<file path="src/cipher_settings.svh">
`ifndef CIPHER_SETTINGS_SVH
`define CIPHER_SETTINGS_SVH

// key table geometry, 8192 entries
`define KEY_AW 13

// APB address width seen by the config block
`define APB_AW 16

// paddr bit picking key table (1) over global key regs (0)
`define TABLE_SEL_BIT 14

// cycles from fetch_valid to dec_valid
`define DEC_LATENCY 2

`endif

</file>
<file path="src/cipher_pkg.sv">
`default_nettype none

`include "cipher_settings.svh"

package cipher_pkg;

    // one program ROM word
    typedef logic [15:0] word_t;

    // per-address or global key byte
    typedef logic [7:0] key_t;

    // key table index
    typedef logic [`KEY_AW-1:0] key_addr_t;

    // the three global keys loaded over APB
    typedef struct packed {
        key_t g1;   // mixed into the table byte
        key_t g2;   // xor on high byte
        key_t g3;   // xor on low byte
    } gkeys_t;

    // one CPU fetch as seen by the decoder
    typedef struct packed {
        logic [23:1] addr;  // word address
        logic        op_n;  // 1 = data fetch, 0 = opcode
        word_t       enc;   // word as read from ROM
    } fetch_t;

endpackage

`default_nettype wire

</file>
<file path="src/key_table_if.sv">
`default_nettype none

`include "cipher_settings.svh"

// one requester's view of the shared key table
interface key_table_if
    import cipher_pkg::*;
();

    logic      req;
    logic      we;
    key_addr_t addr;
    key_t      wdata;
    logic      gnt;    // accepted when req & gnt
    key_t      rdata;  // valid one cycle after a granted read

    modport requester (
        output req, we, addr, wdata,
        input  gnt, rdata
    );

    modport arbiter (
        input  req, we, addr, wdata,
        output gnt, rdata
    );

endinterface

`default_nettype wire

</file>
<file path="src/opcode_decrypt.sv">
`default_nettype none

`include "cipher_settings.svh"

module opcode_decrypt
    import cipher_pkg::*;
(
    input  logic           clk,
    input  logic           rst_n,
    input  logic           fetch_valid,
    input  fetch_t         fetch,
    input  gkeys_t         gkeys,
    key_table_if.requester tbl,
    output logic           dec_valid,
    output word_t          dec_word
);

    logic   s1_valid;
    fetch_t s1_fetch;
    word_t  plain;

    // compact cipher: key mix, xor, swap, rotate, nibble flip, masking
    function automatic word_t decrypt(input word_t enc, input key_t tkey, input gkeys_t gk);
        key_t        k;
        word_t       w;
        logic [31:0] dbl;
        begin
            k = tkey ^ gk.g1;
            w = enc ^ {gk.g2, gk.g3};
            if (k[0])
                w = {w[7:0], w[15:8]};  // byte swap
            dbl = {w, w} << k[7:4];     // rotate left through doubled word
            w = dbl[31:16];
            if (k[1])
                w[3:0] = ~w[3:0];
            // forbidden opcode classes
            if (w[15:12] == 4'hf || (w & 16'hff80) == 16'h4e80)
                w = 16'hffff;
            decrypt = w;
        end
    endfunction

    // stage 1: look the key up, only opcodes need it
    assign tbl.req   = fetch_valid & ~fetch.op_n;
    assign tbl.we    = 1'b0;
    assign tbl.addr  = fetch.addr[13:1];
    assign tbl.wdata = '0;

    always_ff @(posedge clk) begin
        if (!rst_n)
            s1_valid <= 1'b0;
        else
            s1_valid <= fetch_valid;
    end

    always_ff @(posedge clk) begin
        s1_fetch <= fetch;
    end

    // stage 2: table byte arrives now, globals sampled here too
    assign plain = s1_fetch.op_n ? s1_fetch.enc : decrypt(s1_fetch.enc, tbl.rdata, gkeys);

    always_ff @(posedge clk) begin
        if (!rst_n)
            dec_valid <= 1'b0;
        else
            dec_valid <= s1_valid;
    end

    always_ff @(posedge clk) begin
        if (s1_valid)
            dec_word <= plain;
    end

    // fixed latency, opcode and data alike
    a_latency : assert property (
        @(posedge clk) disable iff (!rst_n)
        ($past(rst_n, 1) && $past(rst_n, `DEC_LATENCY))
            |-> dec_valid == $past(fetch_valid, `DEC_LATENCY)
    );

    // no stall path on fetches, so the arbiter must never hold us off
    a_always_granted : assert property (
        @(posedge clk) disable iff (!rst_n)
        tbl.req |-> tbl.gnt
    );

endmodule

`default_nettype wire
</file>
<file path="src/flat_wrapper.sv">
// flat-port wrapper written by rule: the top's interface ports become plain ports
module opcode_decrypt_flat import cipher_pkg::*;
  (clk, rst_n, fetch_valid, fetch, gkeys, dec_valid, dec_word, tbl_req, tbl_we, tbl_addr, tbl_wdata, tbl_gnt, tbl_rdata);
  key_table_if tbl_i ();
  input  logic clk;
  input  logic rst_n;
  input  logic fetch_valid;
  input  fetch_t fetch;
  input  gkeys_t gkeys;
  output logic dec_valid;
  output word_t dec_word;
  output wire logic [$bits(tbl_i.req)-1:0] tbl_req;
  output wire logic [$bits(tbl_i.we)-1:0] tbl_we;
  output wire logic [$bits(tbl_i.addr)-1:0] tbl_addr;
  output wire logic [$bits(tbl_i.wdata)-1:0] tbl_wdata;
  input wire logic [$bits(tbl_i.gnt)-1:0] tbl_gnt;
  input wire logic [$bits(tbl_i.rdata)-1:0] tbl_rdata;
  assign tbl_req = tbl_i.req;
  assign tbl_we = tbl_i.we;
  assign tbl_addr = tbl_i.addr;
  assign tbl_wdata = tbl_i.wdata;
  assign tbl_i.gnt = tbl_gnt;
  assign tbl_i.rdata = tbl_rdata;
  opcode_decrypt u_core (.clk(clk), .rst_n(rst_n), .fetch_valid(fetch_valid), .fetch(fetch), .gkeys(gkeys), .tbl(tbl_i), .dec_valid(dec_valid), .dec_word(dec_word));
endmodule
</file>
<file path="config.mk">
export PLATFORM = sky130hd
export DESIGN_NAME = opcode_decrypt_flat
export DESIGN_NICKNAME = d
export VERILOG_FILES = /design/src/cipher_pkg.sv /design/src/key_table_if.sv /design/src/opcode_decrypt.sv /design/src/flat_wrapper.sv
export VERILOG_INCLUDE_DIRS = /design/src /design/src/src
export SDC_FILE = /design/constraint.sdc
export NUM_CORES = 1
export LEC_CHECK = 0
export BUFFER_PORTS_ARGS = -buffer_cell sky130_fd_sc_hd__buf_2
export CAP_MARGIN = 10
export CORE_MARGIN = 8
export CORE_UTILIZATION = 50
export DETAILED_ROUTE_END_ITERATION = 16
export GPL_TIMING_DRIVEN = 0
export PLACE_DENSITY = 0.86
export SLEW_MARGIN = 20
export SYNTH_ARGS = -nofsm -noshare
export SYNTH_HDL_FRONTEND = slang
export SYNTH_SLANG_ARGS = --single-unit
</file>
<file path="constraint.sdc">
create_clock -name clk -period 5 [get_ports clk]
set_input_delay 1 -clock clk [delete_from_list [all_inputs] [get_ports clk]]
set_output_delay 1 -clock clk [all_outputs]
set_load 0.02 [all_outputs]
</file>
Word level (Yosys, flattened, before mapping) --
Cells that the tools add are included.
Operators by class: muxes and demuxes 4, reductions and logical operators 1, bitwise gates (word level) 5, shift operators 1, equality and inequality tests 2
Operator list (number):
- 16-bit two-way mux | 3
- 32-bit by 4-bit left shift with 32-bit output | 1
- 16-bit bitwise XOR | 1
- 9-bit by 8-bit equality test with 1-bit output, second input constant | 1
- 8-bit bitwise XOR | 1
- 4-bit equality test, second input constant | 1
- 4-bit two-way mux | 1
- 4-bit inverter | 1
- 1-bit bitwise AND | 1
- 1-bit logical OR | 1
- 1-bit inverter | 1
Storage, ports and cells: bits in registers 35, bits of input ports 76

Logic depth before layout (Yosys ltp) --
depth in word-level cells 7, mapped depth 10

Least setup slack after synthesis --
No wires, ideal clock.
path kind in2reg, from input gkeys[20] (netlist bit), to register u_core.dec_word[3] (data pin), data required time 4.742 ns, stages 8, path buffers 1, slack 1.510 ns, data arrival time 3.232 ns, path through xor2_1 clkbuf_8 mux4_2 mux4_2 xnor2_1 nor2_1 a211oi_1 nand2_1
Between the ends: word-level cells in the longest chain between the ends 6, elaborated cells on any way between the ends 9, those cells by class eq/ne (2); shift (1); mux (3); bitwise (2); reduce/logical (1)
Ends and longest elaborated chain:
- from (decl) | line flat_wrapper.sv:9 | input gkeys_t gkeys;
- 8-bit bitwise XOR * | line opcode_decrypt.sv:28 | k = tkey ^ gk.g1;
- 32-bit by 4-bit left shift with 32-bit output * | line opcode_decrypt.sv:32 | dbl = {w, w} << k[7:4];
- 9-bit by 8-bit equality test with 1-bit output, or another cell as far along | line opcode_decrypt.sv:37 | if (w[15:12] == 4'hf || (w & 16'hff80) == 16'h4e80)
- 1-bit logical OR or 4-bit two-way mux (tied branches) | line opcode_decrypt.sv:37, opcode_decrypt.sv:34
- 16-bit two-way mux * | line opcode_decrypt.sv:37
- 16-bit two-way mux * | line opcode_decrypt.sv:61 | assign plain = s1_fetch.op_n ? s1_fetch.enc : decrypt(s1_fetch.enc, tbl.rdata, gkeys);
- via u_core.plain[3] | line opcode_decrypt.sv:20 | word_t plain;
- to (signal assigned) | line opcode_decrypt.sv:72 | dec_word <= plain;
- to (decl) | line opcode_decrypt.sv:15 | output word_t dec_word
Mark *: on every way through the listed nets, which the timed path passes. The rest lies on a longest branch. A chain may end at the register's enable or synchronous reset.

Final worst setup path --
from input gkeys[20] (netlist bit), to register u_core.dec_word[4] (data pin)
Between the ends: word-level cells in the longest chain between the ends 6, elaborated cells on any way between the ends 7, those cells by class eq/ne (2); shift (1); mux (2); bitwise (1); reduce/logical (1)
Ends and longest elaborated chain (line):
- 8-bit bitwise XOR * | opcode_decrypt.sv:28
- 32-bit by 4-bit left shift with 32-bit output * | opcode_decrypt.sv:32
- 9-bit by 8-bit equality test with 1-bit output or 4-bit equality test (tied branches) | opcode_decrypt.sv:37
- 1-bit logical OR | opcode_decrypt.sv:37
- 16-bit two-way mux * | opcode_decrypt.sv:37
- 16-bit two-way mux * | opcode_decrypt.sv:61
- via u_core.plain[4] | opcode_decrypt.sv:20
Marked as above.

==> summary.txt <==
GRT overflow: 0
final period utilization: 76.34%
Clock Pin Slew Worst Setup and Hold Paths: 0.07 ns
Seq/Total Area, Yosys: 31.49%
via count: 2201
yosys warns: 0
Worst-Skew Late Latency: 0.28 ns
final hold vios: 0
Worst path max stage delay: 0.73 ns
TritonCTS Sinks: 35
largest net degree at the start of global routing: 18
Final Critical Period: 3.817 ns
global-route wire length before repair: 11280 um
HPWL Detailed: 5783 um
Post-Syn Area: 2734 um^2
met1 GRT Util: 17.48%
Fmax: 262.0 MHz
post_cts resized: 0
Synth area leader: edfxtp_1
Mapped Cells: 237
Die X: 89.95 um
layout cell share with drive strength beyond 1: 39.58%
leak pwr: 1.507 nW
synth top area cells: edfxtp_1, dfxtp_1, mux2i_1, mux4_1, mux4_2
crit path launch type: input pin
DRC errors left: 0
Port Buffers: 78
crit path kind: in2reg
Final Skew: 0.002887 ns
grt peak-use layer: met2
CP required: 5.03 ns
Fillers: 459
Syn Area/Cell: 11.54 um^2
clk buf depth: 2
post-CTS setup buffer count: 0
via-per-instance ratio: 5.462
Site Rows: 27
CP bufs+invs: 2
Core ar.: 5405 um^2
unrepaired setup endpoints after global routing: false
status: finished clean
max-slew violation count: 0
CTS hold repair buffers: 0
nets: 406
Hold WC Path Type: reg2reg
Slew headroom: 38.45%
crit path DAT: 3.85 ns
CP max stage cell: xor2_1
Layout area overhead: 21.74%
Crit. End Element: flip-flop
Finished Cell Area: 3328 um^2
initial antenna violation count: 0
Starting Density: 50.58%
placed cells: 395
die height: 89.95 um
synth unique cells: 42
Final GP Congestion: 0.9119
TNS Setup: 0 ns
post-placement cell area: 3244 um^2
IO Count: 116
crit-path cells: buf_2 > xor2_1 > clkbuf_8 > mux4_1 > mux2i_1 > o22ai_1 > nor2_1 > nor4b_4 > a211oi_1 > nand2_1
Total Power: 0.9705 mW
worst slew pin tran: 0.9202 ns
Antenna Nets Post-Route: 0
die area: 8090 um^2
Setup WS pre-CTS: 0.8668 ns
Setup violations, final: 0
Num CTS Buffers: 5
hold slack: 0.6034 ns
Post-Route Utilization: 61.57%
clock root buffer: clkbuf_8
maxcap violations: 0
H-tree depth: 2
Yosys reg bits: 35
VDD IR max: 0.2314 mV
share of the synthesized area in the top cell type: 17.57%
violation count after the first detailed-route iteration: 209
diode count: 0
PwrDens: 291.6 nW/um^2
1st-pass router iterations: 4
Routed wire per std cell: 17.20 um
worst-path maximum fanout: 10
GR Layer Usage met2: 30.61%
Total GRT Usage: 16.85%
Final Non-Filler Cells: 403
total wire length: 6930 um
CTS tree: built
setup slack after layout: 1.183 ns
met3 Use GR: 6.234%
vias in the first global route: 2280
delay-heaviest family, CP: multiplexers
-- kinds of logic (layout without fill, tap and decap cells) --
family / count (synthesis) / count (layout) / share of synthesized area [%]
AOI/OAI and AO/OA: 32 / 32 / 8.283
xor gates and xnor gates: 27 / 27 / 9.611
buffers and inverters: 33 / 119 / 9.519
DFF: 35 / 35 / 31.49
muxes: 52 / 52 / 30.16
other: 1 / 9 / 0.1372
and+or+nand+nor: 57 / 57 / 10.80
-- path summary, 6_finish.rpt --
| path | startpoint | to | slack, ns | cells past startpoint |
|---|---|---|---|---|
| max | gkeys[20] | u_core.dec_word[4]$_DFFE_PP_ | 1.18 | 10 |
| max reg2reg | u_core.s1_fetch[3]$_DFF_P_ | u_core.dec_word[10]$_DFFE_PP_ | 2.06 | 8 |
| min | u_core.s1_fetch[8]$_DFF_P_ | u_core.dec_word[8]$_DFFE_PP_ | 0.60 | 2 |
| min reg2reg | u_core.s1_fetch[8]$_DFF_P_ | u_core.dec_word[8]$_DFFE_PP_ | 0.60 | 2 |
-- cells in the final DEF, fill, tap and decap left out, types with 2 or more instances in the layout --
cell type and instances:
nor2_1 18, buf_4 22, dfxtp_1 19, o211ai_1 5
and2_1 2, nor3b_1 8, clkinv_2 3, a211oi_1 7
clkbuf_1 2, xnor2_1 4, mux2i_1 31, o22ai_1 14
mux4_2 10, nand2_1 18, conb_1 9, buf_2 79
buf_6 2, a21oi_1 2, clkbuf_8 7, edfxtp_1 16
mux4_1 11, xor2_1 21
-- per-layer routing --
| metal | share of wire, % | up-vias |
|---|---|---|
| met5 | 0 | - |
| met4 | 2.0 | 0 |
| met3 | 8.9 | 15 |
| met2 | 52 | 105 |
| met1 | 37 | 1020 |
| li1 | - | 1061 |
-- worst reg2reg max path, delay by kind of cell (launching register included) --
kind / cells / cell delay (ns)
muxes: 4 / 1.23
and+or+nand+nor: 1 / 0.49
DFF: 1 / 0.38
xor gates and xnor gates: 1 / 0.38
AOI/OAI and AO/OA: 1 / 0.15
buffers and inverters: 1 / 0.14
-- flip-flops by register name (all words and copies together) (netlist names) --
register	count
u_core.dec_valid	1
u_core.dec_word	16
u_core.s1_fetch	17
u_core.s1_valid	1
-- Yosys cell counts --
master	instances
o22ai_1	14
nand3b_1	1
nor4b_1	1
clkbuf_8	2
xor2_2	1
nand2b_1	1
mux4_1	11
nor2_1	18
xnor2_1	4
mux2i_1	31
or2_1	1
a211oi_1	7
inv_2	1
buf_2	1
nand2_1	18
dfxtp_1	19
dlygate4sd3_1	1
edfxtp_1	16
nor3b_1	8
xnor2_4	1
nor4b_4	1
a21oi_1	2
nor2b_1	1
nor4_1	1
o2111ai_1	1
buf_4	22
o21ai_0	1
buf_8	1
xor2_1	21
and2_1	2
conb_1	1
buf_1	1
nor3_1	1
nand3_1	1
clkbuf_1	2
or3_1	1
o211ai_1	5
o211ai_2	1
buf_6	2
a22oi_2	1
mux4_2	10
or2_2	1
-- cell type report --
type	instances	area (um^2)	area share (%)
Multi-Input combinational cell	177	1643	49.36
Sequential cell	35	860.8	25.86
Timing Repair Buffer	78	390.4	11.73
Buffer	32	256.5	7.707
Tap cell	72	90.09	2.707
Clock buffer	5	68.82	2.068
Clock inverter	3	15.01	0.4511
Inverter	1	3.754	0.1128
-- where the power goes --
| group | switching [mW] | total, mW | internal, mW |
|---|---|---|---|
| logic | 0.237 | 0.439 | 0.202 |
| clock network | 0.0950 | 0.190 | 0.0950 |
| registers | 0.0129 | 0.341 | 0.328 |
Power figures use the tool's default switching activity.
