<file path="src/cipher_settings.svh">
`ifndef CIPHER_SETTINGS_SVH
`define CIPHER_SETTINGS_SVH

// key table geometry, 8192 entries
`define KEY_AW 13

// APB address width seen by the config block
`define APB_AW 16

// paddr bit picking key table (1) over global key regs (0)
`define TABLE_SEL_BIT 14

// cycles from fetch_valid to dec_valid
`define DEC_LATENCY 2

`endif

</file>
<file path="src/cipher_pkg.sv">
`default_nettype none

`include "cipher_settings.svh"

package cipher_pkg;

    // one program ROM word
    typedef logic [15:0] word_t;

    // per-address or global key byte
    typedef logic [7:0] key_t;

    // key table index
    typedef logic [`KEY_AW-1:0] key_addr_t;

    // the three global keys loaded over APB
    typedef struct packed {
        key_t g1;   // mixed into the table byte
        key_t g2;   // xor on high byte
        key_t g3;   // xor on low byte
    } gkeys_t;

    // one CPU fetch as seen by the decoder
    typedef struct packed {
        logic [23:1] addr;  // word address
        logic        op_n;  // 1 = data fetch, 0 = opcode
        word_t       enc;   // word as read from ROM
    } fetch_t;

endpackage

`default_nettype wire

</file>
<file path="src/key_table_if.sv">
`default_nettype none

`include "cipher_settings.svh"

// one requester's view of the shared key table
interface key_table_if
    import cipher_pkg::*;
();

    logic      req;
    logic      we;
    key_addr_t addr;
    key_t      wdata;
    logic      gnt;    // accepted when req & gnt
    key_t      rdata;  // valid one cycle after a granted read

    modport requester (
        output req, we, addr, wdata,
        input  gnt, rdata
    );

    modport arbiter (
        input  req, we, addr, wdata,
        output gnt, rdata
    );

endinterface

`default_nettype wire

</file>
<file path="src/cipher_cfg_apb.sv">
`default_nettype none

`include "cipher_settings.svh"

module cipher_cfg_apb
    import cipher_pkg::*;
(
    input  logic                clk,
    input  logic                rst_n,
    input  logic                psel,
    input  logic                penable,
    input  logic                pwrite,
    input  logic [`APB_AW-1:0]  paddr,
    input  logic [31:0]         pwdata,
    output logic [31:0]         prdata,
    output logic                pready,
    output logic                pslverr,
    output gkeys_t              gkeys,
    key_table_if.requester      tbl
);

    logic                        access;
    logic                        sel_tbl;
    logic [`TABLE_SEL_BIT-3:0]   gidx;   // word index above byte offset
    logic                        gidx_ok;
    logic                        glb_wr;
    logic                        rd_pend;
    key_t                        glb_rdata;

    assign access  = psel & penable;
    assign sel_tbl = paddr[`TABLE_SEL_BIT];
    assign gidx    = paddr[`TABLE_SEL_BIT-1:2];
    assign gidx_ok = gidx < 3;
    assign glb_wr  = access & ~sel_tbl & pwrite & gidx_ok;

    // table request held until granted, dropped while read data is due
    assign tbl.req   = access & sel_tbl & ~rd_pend;
    assign tbl.we    = pwrite;
    assign tbl.addr  = paddr[`KEY_AW-1:0];
    assign tbl.wdata = pwdata[7:0];

    always_ff @(posedge clk) begin
        if (!rst_n) begin
            gkeys   <= '0;
            rd_pend <= 1'b0;
        end else begin
            rd_pend <= tbl.req & tbl.gnt & ~pwrite;  // data arrives next cycle
            if (glb_wr) begin
                case (gidx[1:0])
                    2'd0:    gkeys.g1 <= pwdata[7:0];
                    2'd1:    gkeys.g2 <= pwdata[7:0];
                    default: gkeys.g3 <= pwdata[7:0];
                endcase
            end
        end
    end

    always_comb begin
        case (gidx)
            0:       glb_rdata = gkeys.g1;
            1:       glb_rdata = gkeys.g2;
            2:       glb_rdata = gkeys.g3;
            default: glb_rdata = '0;
        endcase
    end

    assign prdata = {24'd0, sel_tbl ? tbl.rdata : glb_rdata};

    // globals finish at once, table waits on the arbiter
    always_comb begin
        if (!access)
            pready = 1'b0;
        else if (!sel_tbl)
            pready = 1'b1;
        else if (pwrite)
            pready = tbl.gnt;
        else
            pready = rd_pend;
    end

    assign pslverr = access & ~sel_tbl & ~gidx_ok;

    // APB access phase only follows a setup phase
    a_penable_psel : assert property (
        @(posedge clk) disable iff (!rst_n)
        penable |-> psel
    );

endmodule

`default_nettype wire

</file>
<file path="src/flat_wrapper.sv">
// flat-port wrapper written by rule: the top's interface ports become plain ports
module cipher_cfg_apb_flat import cipher_pkg::*;
  (clk, rst_n, psel, penable, pwrite, paddr, pwdata, prdata, pready, pslverr, gkeys, tbl_req, tbl_we, tbl_addr, tbl_wdata, tbl_gnt, tbl_rdata);
  key_table_if tbl_i ();
  input  logic clk;
  input  logic rst_n;
  input  logic psel;
  input  logic penable;
  input  logic pwrite;
  input  logic [`APB_AW-1:0] paddr;
  input  logic [31:0] pwdata;
  output logic [31:0] prdata;
  output logic pready;
  output logic pslverr;
  output gkeys_t gkeys;
  output wire logic [$bits(tbl_i.req)-1:0] tbl_req;
  output wire logic [$bits(tbl_i.we)-1:0] tbl_we;
  output wire logic [$bits(tbl_i.addr)-1:0] tbl_addr;
  output wire logic [$bits(tbl_i.wdata)-1:0] tbl_wdata;
  input wire logic [$bits(tbl_i.gnt)-1:0] tbl_gnt;
  input wire logic [$bits(tbl_i.rdata)-1:0] tbl_rdata;
  assign tbl_req = tbl_i.req;
  assign tbl_we = tbl_i.we;
  assign tbl_addr = tbl_i.addr;
  assign tbl_wdata = tbl_i.wdata;
  assign tbl_i.gnt = tbl_gnt;
  assign tbl_i.rdata = tbl_rdata;
  cipher_cfg_apb u_core (.clk(clk), .rst_n(rst_n), .psel(psel), .penable(penable), .pwrite(pwrite), .paddr(paddr), .pwdata(pwdata), .prdata(prdata), .pready(pready), .pslverr(pslverr), .gkeys(gkeys), .tbl(tbl_i));
endmodule
</file>
<file path="config.mk">
export PLATFORM = sky130hd
export DESIGN_NAME = cipher_cfg_apb_flat
export DESIGN_NICKNAME = d
export VERILOG_FILES = /design/src/cipher_pkg.sv /design/src/key_table_if.sv /design/src/cipher_cfg_apb.sv /design/src/flat_wrapper.sv
export VERILOG_INCLUDE_DIRS = /design/src /design/src/src
export SDC_FILE = /design/constraint.sdc
export NUM_CORES = 1
export LEC_CHECK = 0
export BUFFER_PORTS_ARGS = -buffer_cell sky130_fd_sc_hd__buf_2
export CAP_MARGIN = 10
export CORE_ASPECT_RATIO = 1.4
export CORE_UTILIZATION = 38
export DETAILED_ROUTE_END_ITERATION = 10
export HOLD_SLACK_MARGIN = 0.02
export PLACE_DENSITY = 0.88
export SYNTH_ARGS = -nofsm -noshare
export SYNTH_HDL_FRONTEND = slang
export SYNTH_SLANG_ARGS = --single-unit
</file>
<file path="constraint.sdc">
create_clock -name clk -period 1.6 [get_ports clk]
set_input_delay 0.24 -clock clk [delete_from_list [all_inputs] [get_ports clk]]
set_output_delay 0.24 -clock clk [all_outputs]
set_load 0.05 [all_outputs]
</file>
== Word level (Yosys, flattened, before mapping) ==
Index checks and enable logic that the tools add are counted.
Storage, ports and cells
  logic and storage cells: 33
  register bits after elaboration: 25
Operators by class
  $lt $le $gt $ge: 1
  bitwise logic cells: 14
  multiplexer cells: 5
  reductions and logical operators: 6
  equality and inequality tests: 3
Operators with widths (number)
  $pmux 8 s3: 1
  $eq 12x1->1 const B: 1
  $eq 12x2->1 const B: 1
  $logic_not 12->1: 1
  $lt 12x2->1 const B: 1
  $and 1x1->1: 9
  $mux 8: 1
  $reduce_and 2->1: 3
  $not 1->1: 5
  $mux 1: 3
  $eq 2x1->1 const B: 1
  $logic_not 2->1: 1
  $reduce_or 2->1: 1

== Logic depth before layout (Yosys ltp) ==
Gate-level depths: netlist (run 1).
  depth after elaboration: 5
  depth in mapped cells: 4
  mapped depth without buffers: 3

== Least setup slack after synthesis (run 1) ==
Ideal clock, no wire load.
  path type: input to output
  from: in paddr[9]
  to: out prdata[0]
  required time: 1.360 ns
  setup slack: -0.828 ns
  buffers on the path: 0
  cell stages on the path: 3
  data arrival time: 2.188 ns
  cell sequence: nor4_4 -> nand4b_1 -> o21ai_0
Between the ends
  word-level cells in the longest chain between the ends: 3
Ends and longest elaborated chain
  from (decl): line flat_wrapper.sv:10  | input logic [`APB_AW-1:0] paddr;
  $eq 12x2->1, or another cell as far along: line cipher_cfg_apb.sv:59  | case (gidx)
  $pmux 8 s3 *: line cipher_cfg_apb.sv:59
  $mux 8 *: line cipher_cfg_apb.sv:67  | assign prdata = {24'd0, sel_tbl ? tbl.rdata : glb_rdata};
  to (decl): line flat_wrapper.sv:12  | output logic [31:0] prdata;
Mark *: on every way between the ends. The rest lies on a longest branch, timed or not.

== Worst setup path after layout (run 1) ==
  from: in paddr[3]
  to: out prdata[1]
Same word-level chain as after synthesis.

==> qor.csv, run 1 <==
metric,value,unit
status,"complete, no violations",
Leakage,1.27,nW
Worst EP arrival,1.35,ns
Finish-stage setup viols,0,
Antenna diodes,0,
final worst path period share,99.1,%
top-count cell post-synth,buf_4,
routed vias/inst,4.74,
number of max-cap violations,0,
RSZ-0062 raised after global routing,yes,
"Net count, final",329,
Ys Warns,0,
met2 WL post-DR,2710,um
Final Hold Vio Count,0,
Detailed Routing Iterations Pass 1,4,
synthesis-stage register bit count,25,
remaining global-route overflow,0,
synthesized netlist cell count,184,
Post-synth EDFFs,0,
Synth async-reset ratio,0,%
DRT iter0 DRCs,46,
syn_area_per_cell,9.14,sq um
post-synth top area cell,dfxtp_1,
die area,4700,sq um
slack of the critical path,0.0136,ns
CTS Buffer Depth,2,
Post-Place Worst Slack,-0.130,ns
CTS sink cnt,25,
TritonCTS clock tree,built,
via count of the first global-routing pass,1392,
HPWL Detailed,3280,um
Pwr Total,1.50,mW
final hold slack,0.265,ns
Period minus WS final,1.59,ns
Area Overhead vs Synth,38.2,%
Unique masters post-synth,22,
post-synthesis sequential area ratio,29.8,%
clock skew,0,ns
first-pass GRT wire length,6570,um
routed wire length,4610,um
"Cell Chain, Critical Path","buf_4, buf_4, nor3_4, buf_6, a22oi_2, o21ai_4, buf_6",
Clock Tree Root,clkbuf_8,
Netlist Area Pre-Place,1680,sq um
initial antenna violation count,0,
Die X-Extent,58.2,um
worst hold-check path type,in -> reg,
"Clk Latency, worst-skew pair",0.26,ns
layout cells sized above 1,54.1,%
CP peak stage delay,0.19,ns
DR DRC count,0,
Worst VDD drop,368,uV
Slew headroom,62.2,%
Std-Cell Rows,28,
worst slew pin tran,0.567,ns
CP max FO,8,
Core Box Area,4240,sq um
Met3 Routed Length,238,um
slowest CP cell,nor3_4,
clock slew at reported path FFs,0.09,ns
IO Pins,143,
Worst setup SP type,input port,
"Top FF cell, synth",dfxtp_1,
TritonCTS buffer count,3,
Final Max Tran Viols,0,
CP required,1.36,ns
Synth area leaders,"dfxtp_1, buf_4, mux2i_1, nand2_1, mux2_2",
Routed WL per cell,14.1,um
H-tree lvl count,1,
port bufs,89,
crit path capture type,output pin,
Initial Util,39.7,%
Die H,80.7,um
Placer Congestion,0.705,
post-synth top area share,29.8,%
Vias,1544,
Top Layer Used,met4,
pwr dens,646,nW/um^2
Commonest cells post-synth,"buf_4, nand2_1, dfxtp_1, mux2i_1",
critical path class,in -> out,
GR Util All Layers,18.7,%
largest net degree at the start of global routing,34,
"antenna viol nets, final",0,
met1 wire length,1620,um
hold buffers post-CTS,0,
fmax,0.630,GHz
==> area by class of cell <==
type | count | area [sq um]
fillers | 392 | 1920
multi-input cells | 130 | 1020
flip-flops and latches | 25 | 500
repair buffers | 107 | 683
well taps | 60 | 75.1
clock buffers | 4 | 45.0
==> worst paths after layout <==
path,from,endpoint,slack [ns],cells past startpoint
setup / recovery,paddr[3],prdata[1],0.01,7
hold / removal,tbl_gnt,u_core.rd_pend$_SDFF_PN0_,0.27,2
setup reg to reg,u_core.rd_pend$_SDFF_PN0_,u_core.rd_pend$_SDFF_PN0_,0.82,2
hold reg to reg,u_core.gkeys[14]$_SDFFE_PN0P_,u_core.gkeys[14]$_SDFFE_PN0P_,0.48,2
==> worst max-delay path: cells and delay by family <==
family                 cells  cell delay, ns
AND/OR/NAND/NOR            1            0.19
buffers and inverters      4            0.64
AO/OA/AOI/OAI              2            0.27
==> sequential cells by signal (all words and copies together), names as in the netlist <==
register,cells
u_core.rd_pend,1
u_core.gkeys,24
==> cell families after synthesis <==
| family | share of synthesized area (%) |
|---|---|
| AND/OR/NAND/NOR | 20.6 |
| flip-flops | 29.8 |
| AO/OA/AOI/OAI | 7.22 |
| multiplexers | 20.2 |
| other | 0.223 |
| buffers and inverters | 21.9 |
==> layout by cell type (no fill, tap or decap), drive strengths merged <==
master  Yosys  layout
nor4        3       3
nand2      41      41
a21oi       1       1
buf        47     107
a22oi       8       8
o21ai       8       8
dfxtp      25      25
nor3b       1       1
a211oi      1       1
nand4       3       3
mux2        8       8
clkbuf      5       4
mux2i      25      25
and4b       2       2
nor3        1       1
nor4b       2       2
nand4b      1       1
a311oi      1       1
conb        1      24
==> per-stage QoR <==
| step | instance area [sq um] | setup TNS [ns] | instances | utilization, % |
|---|---|---|---|---|
| finish | 2320 | 0 | 326 | 54.8 |
| floorplan | 1800 | -4.38 | 207 | - |
| detailed placement | 2090 | -0.887 | 320 | 49.2 |
| global route | 2320 | -0.232 | 326 | 54.8 |
| global placement | 2090 | -0.762 | 320 | 49.2 |
| CTS | 2200 | -0.0169 | 324 | 51.8 |
==> metal layers <==
metal | track usage (%) | vias to the layer above
met4 | 5.71 | 0
met5 | 0 | -
met1 | 19.8 | 715
met2 | 37.4 | 85
met3 | 2.25 | 12
li1 | - | 732
==> power by group <==
part	switching (mW)	total [mW]	internal, mW
sequential	0.000160	0.622	0.622
clock	0.187	0.364	0.178
combinational	0.386	0.515	0.130
total	0.572	1.50	0.929
==> timing repair <==
action / CTS / global route
pin swaps: 0 / 9
gates resized for setup: 18 / 26
buffers inserted: 0 / 2
setup endpoints to repair: 8 / 8
Power figures use the tool's default switching activity.
==> run 2, diff against run 1 <==
==> constraint.sdc (replaced) <==
create_clock -name clk -period 1.74 [get_ports clk]
set_input_delay 0.261 -clock clk [delete_from_list [all_inputs] [get_ports clk]]
set_output_delay 0.261 -clock clk [all_outputs]
set_load 0.05 [all_outputs]
==> run 2 against run 1 <==
Net effect:
- wire length decreased by 7.8%
- setup slack improved by 0.054 ns
- clock power decreased by 7.4%
- critical endpoint is now prdata[4]
- highest routed layer unchanged
==> qor.csv, run 2 (synthesized netlist as in run 1, its figures left out) <==
metric,value,unit,change
initial antenna violation count,0,,unchanged
RSZ-0062 raised after global routing,yes,,
routed wire length,4250,um,-7.8%
Post-Place Worst Slack,-0.0392,ns,+0.0904 ns
CTS Buffer Depth,2,,unchanged
layout cells sized above 1,50.4,%,-3.8 points
# fillers,415,,+5.9%
worst hold-check path type,in -> reg,,
M2 GR Usage,37.0,%,-0.34 points
final worst path period share,96.1,%,
"antenna viol nets, final",0,,unchanged
DR DRC count,0,,unchanged
via count of the first global-routing pass,1378,,-1.0%
IO Pins,143,,unchanged
Die X-Extent,58.2,um,unchanged
Worst setup SP type,input port,,
Leakage,1.21,nW,-4.3%
fmax,0.598,GHz,
TritonCTS buffer count,3,,unchanged
Vias,1506,,-2.5%
post-CTS sizing,7,,-11
biggest regs,"u_core.gkeys: 24 flops, u_core.rd_pend: 1 flops",,
Pwr Total,1.35,mW,-10%
dpl cells,316,,-1.3%
Die H,80.7,um,unchanged
Routed WL per cell,13.3,um,-6.0%
Final Max Tran Viols,0,,unchanged
final hold slack,0.280,ns,+0.0150 ns
clock skew,0,ns,unchanged
Finished Layout Cells,320,,-1.8%
critical path class,in -> out,,
Period minus WS final,1.67,ns,
routed vias/inst,4.71,,-0.63%
status,"complete, no violations",,
Initial Util,39.7,%,unchanged
max FFs per register,24,,unchanged
Top reg by flops,u_core.gkeys,,
H-tree lvl count,1,,unchanged
Antenna diodes,0,,unchanged
register area,500,sq um,unchanged
multi-input combinational cell area,943,sq um,-7.5%
worst slew pin tran,0.586,ns,+0.0194 ns
Core Box Area,4240,sq um,unchanged
CP peak stage delay,0.33,ns,+0.14 ns
remaining global-route overflow,0,,unchanged
Layout Utilization,50.6,%,-4.2 points
Final Hold Vio Count,0,,unchanged
pwr dens,628,nW/um^2,-2.9%
Std-Cell Rows,28,,unchanged
Worst EP arrival,1.41,ns,+0.06 ns
crit path capture type,output pin,,
CP required,1.48,ns,+0.12 ns
GR Util All Layers,18.8,%,+0.039 points
postcts setup bufs,0,,unchanged
met1 GRT Util,20.4,%,+0.60 points
"Net count, final",323,,-1.8%
slowest CP cell,mux2_2,,
GRT Max-Usage Layer,met2,,
clock slew at reported path FFs,0.08,ns,about the same
DRT iter0 DRCs,49,,+6.5%
Slew headroom,60.9,%,-1.3 points
"Design Area, Final",2140,sq um,-7.7%
number of max-cap violations,0,,unchanged
largest net degree at the start of global routing,34,,unchanged
die area,4700,sq um,unchanged
CP max FO,7,,-1
M3 GR Usage,2.09,%,-0.16 points
first-pass GRT wire length,6500,um,-1.1%
Placer Congestion,0.673,,-4.5%
slack of the critical path,0.0672,ns,+0.0535 ns
TritonCTS clock tree,built,,
HPWL Detailed,3220,um,-1.6%
"commonest cells after routing, fill and taps aside","buf_2, nand2_1, mux2i_1, dfxtp_1, conb_1",,
CTS sink cnt,25,,unchanged
Area Overhead vs Synth,27.5,%,
Final TNS setup,0,ns,unchanged
Clock Tree Root,clkbuf_8,,
port bufs,89,,unchanged
Worst VDD drop,352,uV,-4.2%
"Cell Chain, Critical Path","buf_2, buf_6, mux2_2, a22oi_1, o21ai_2, buf_4",,
Finish-stage setup viols,0,,unchanged
"setup slack, reg-to-reg",0.97,ns,+0.15 ns
"Clk Latency, worst-skew pair",0.26,ns,about the same
hold buffers post-CTS,0,,unchanged
Placement Cell Area,2060,sq um,-1.4%
"most common cell after layout, fill and taps aside",buf_2,,
Detailed Routing Iterations Pass 1,4,,unchanged
-- run 2: changes by cell type in the layout (fill, tap and decap cells not counted), moves of 2 or more --
| cell | delta |
|---|---|
| buf_6 | -9 |
| a22oi_1 | +7 |
| a22oi_2 | -7 |
| buf_2 | +4 |
| o21ai_2 | +3 |
| o21ai_4 | -3 |
| buf_8 | -2 |
-- run 2: cell type report --
cell class / instances / share of cell area, %
Multi-Input combinational cell: 130 / 44.0
Clock inverter: 1 / 0.233
Clock buffer: 3 / 1.93
Timing Repair Buffer: 101 / 27.0
Sequential cell: 25 / 23.3
Tap cell: 60 / 3.50
-- run 2: path summary, 6_finish.rpt --
check / cells after the start / end / start
setup / recovery: 6 / prdata[4] / paddr[2]
hold / removal: 2 / u_core.rd_pend$_SDFF_PN0_ / tbl_gnt
setup reg to reg: 2 / u_core.rd_pend$_SDFF_PN0_ / u_core.rd_pend$_SDFF_PN0_
hold reg to reg: 2 / u_core.gkeys[11]$_SDFFE_PN0P_ / u_core.gkeys[11]$_SDFFE_PN0P_
-- run 2: power breakdown --
part | internal (mW) | leakage (nW) | switching, mW
clock network | 0.160 | 0.0255 | 0.177
logic | 0.0966 | 0.988 | 0.340
registers | 0.572 | 0.201 | 0.000157
-- run 2: critical path, delay by kind of cell --
kind,cells,cell delay [ns]
buffers and inverters,3,0.51
AOI/OAI and AO/OA,2,0.30
muxes,1,0.33
-- run 2: per-layer routing --
metal  routed length (um)  part of all wire [%]
met2                 2300                    54
met5                    0                     0
met4                   48                   1.1
met3                  213                   5.0
met1                 1690                    40
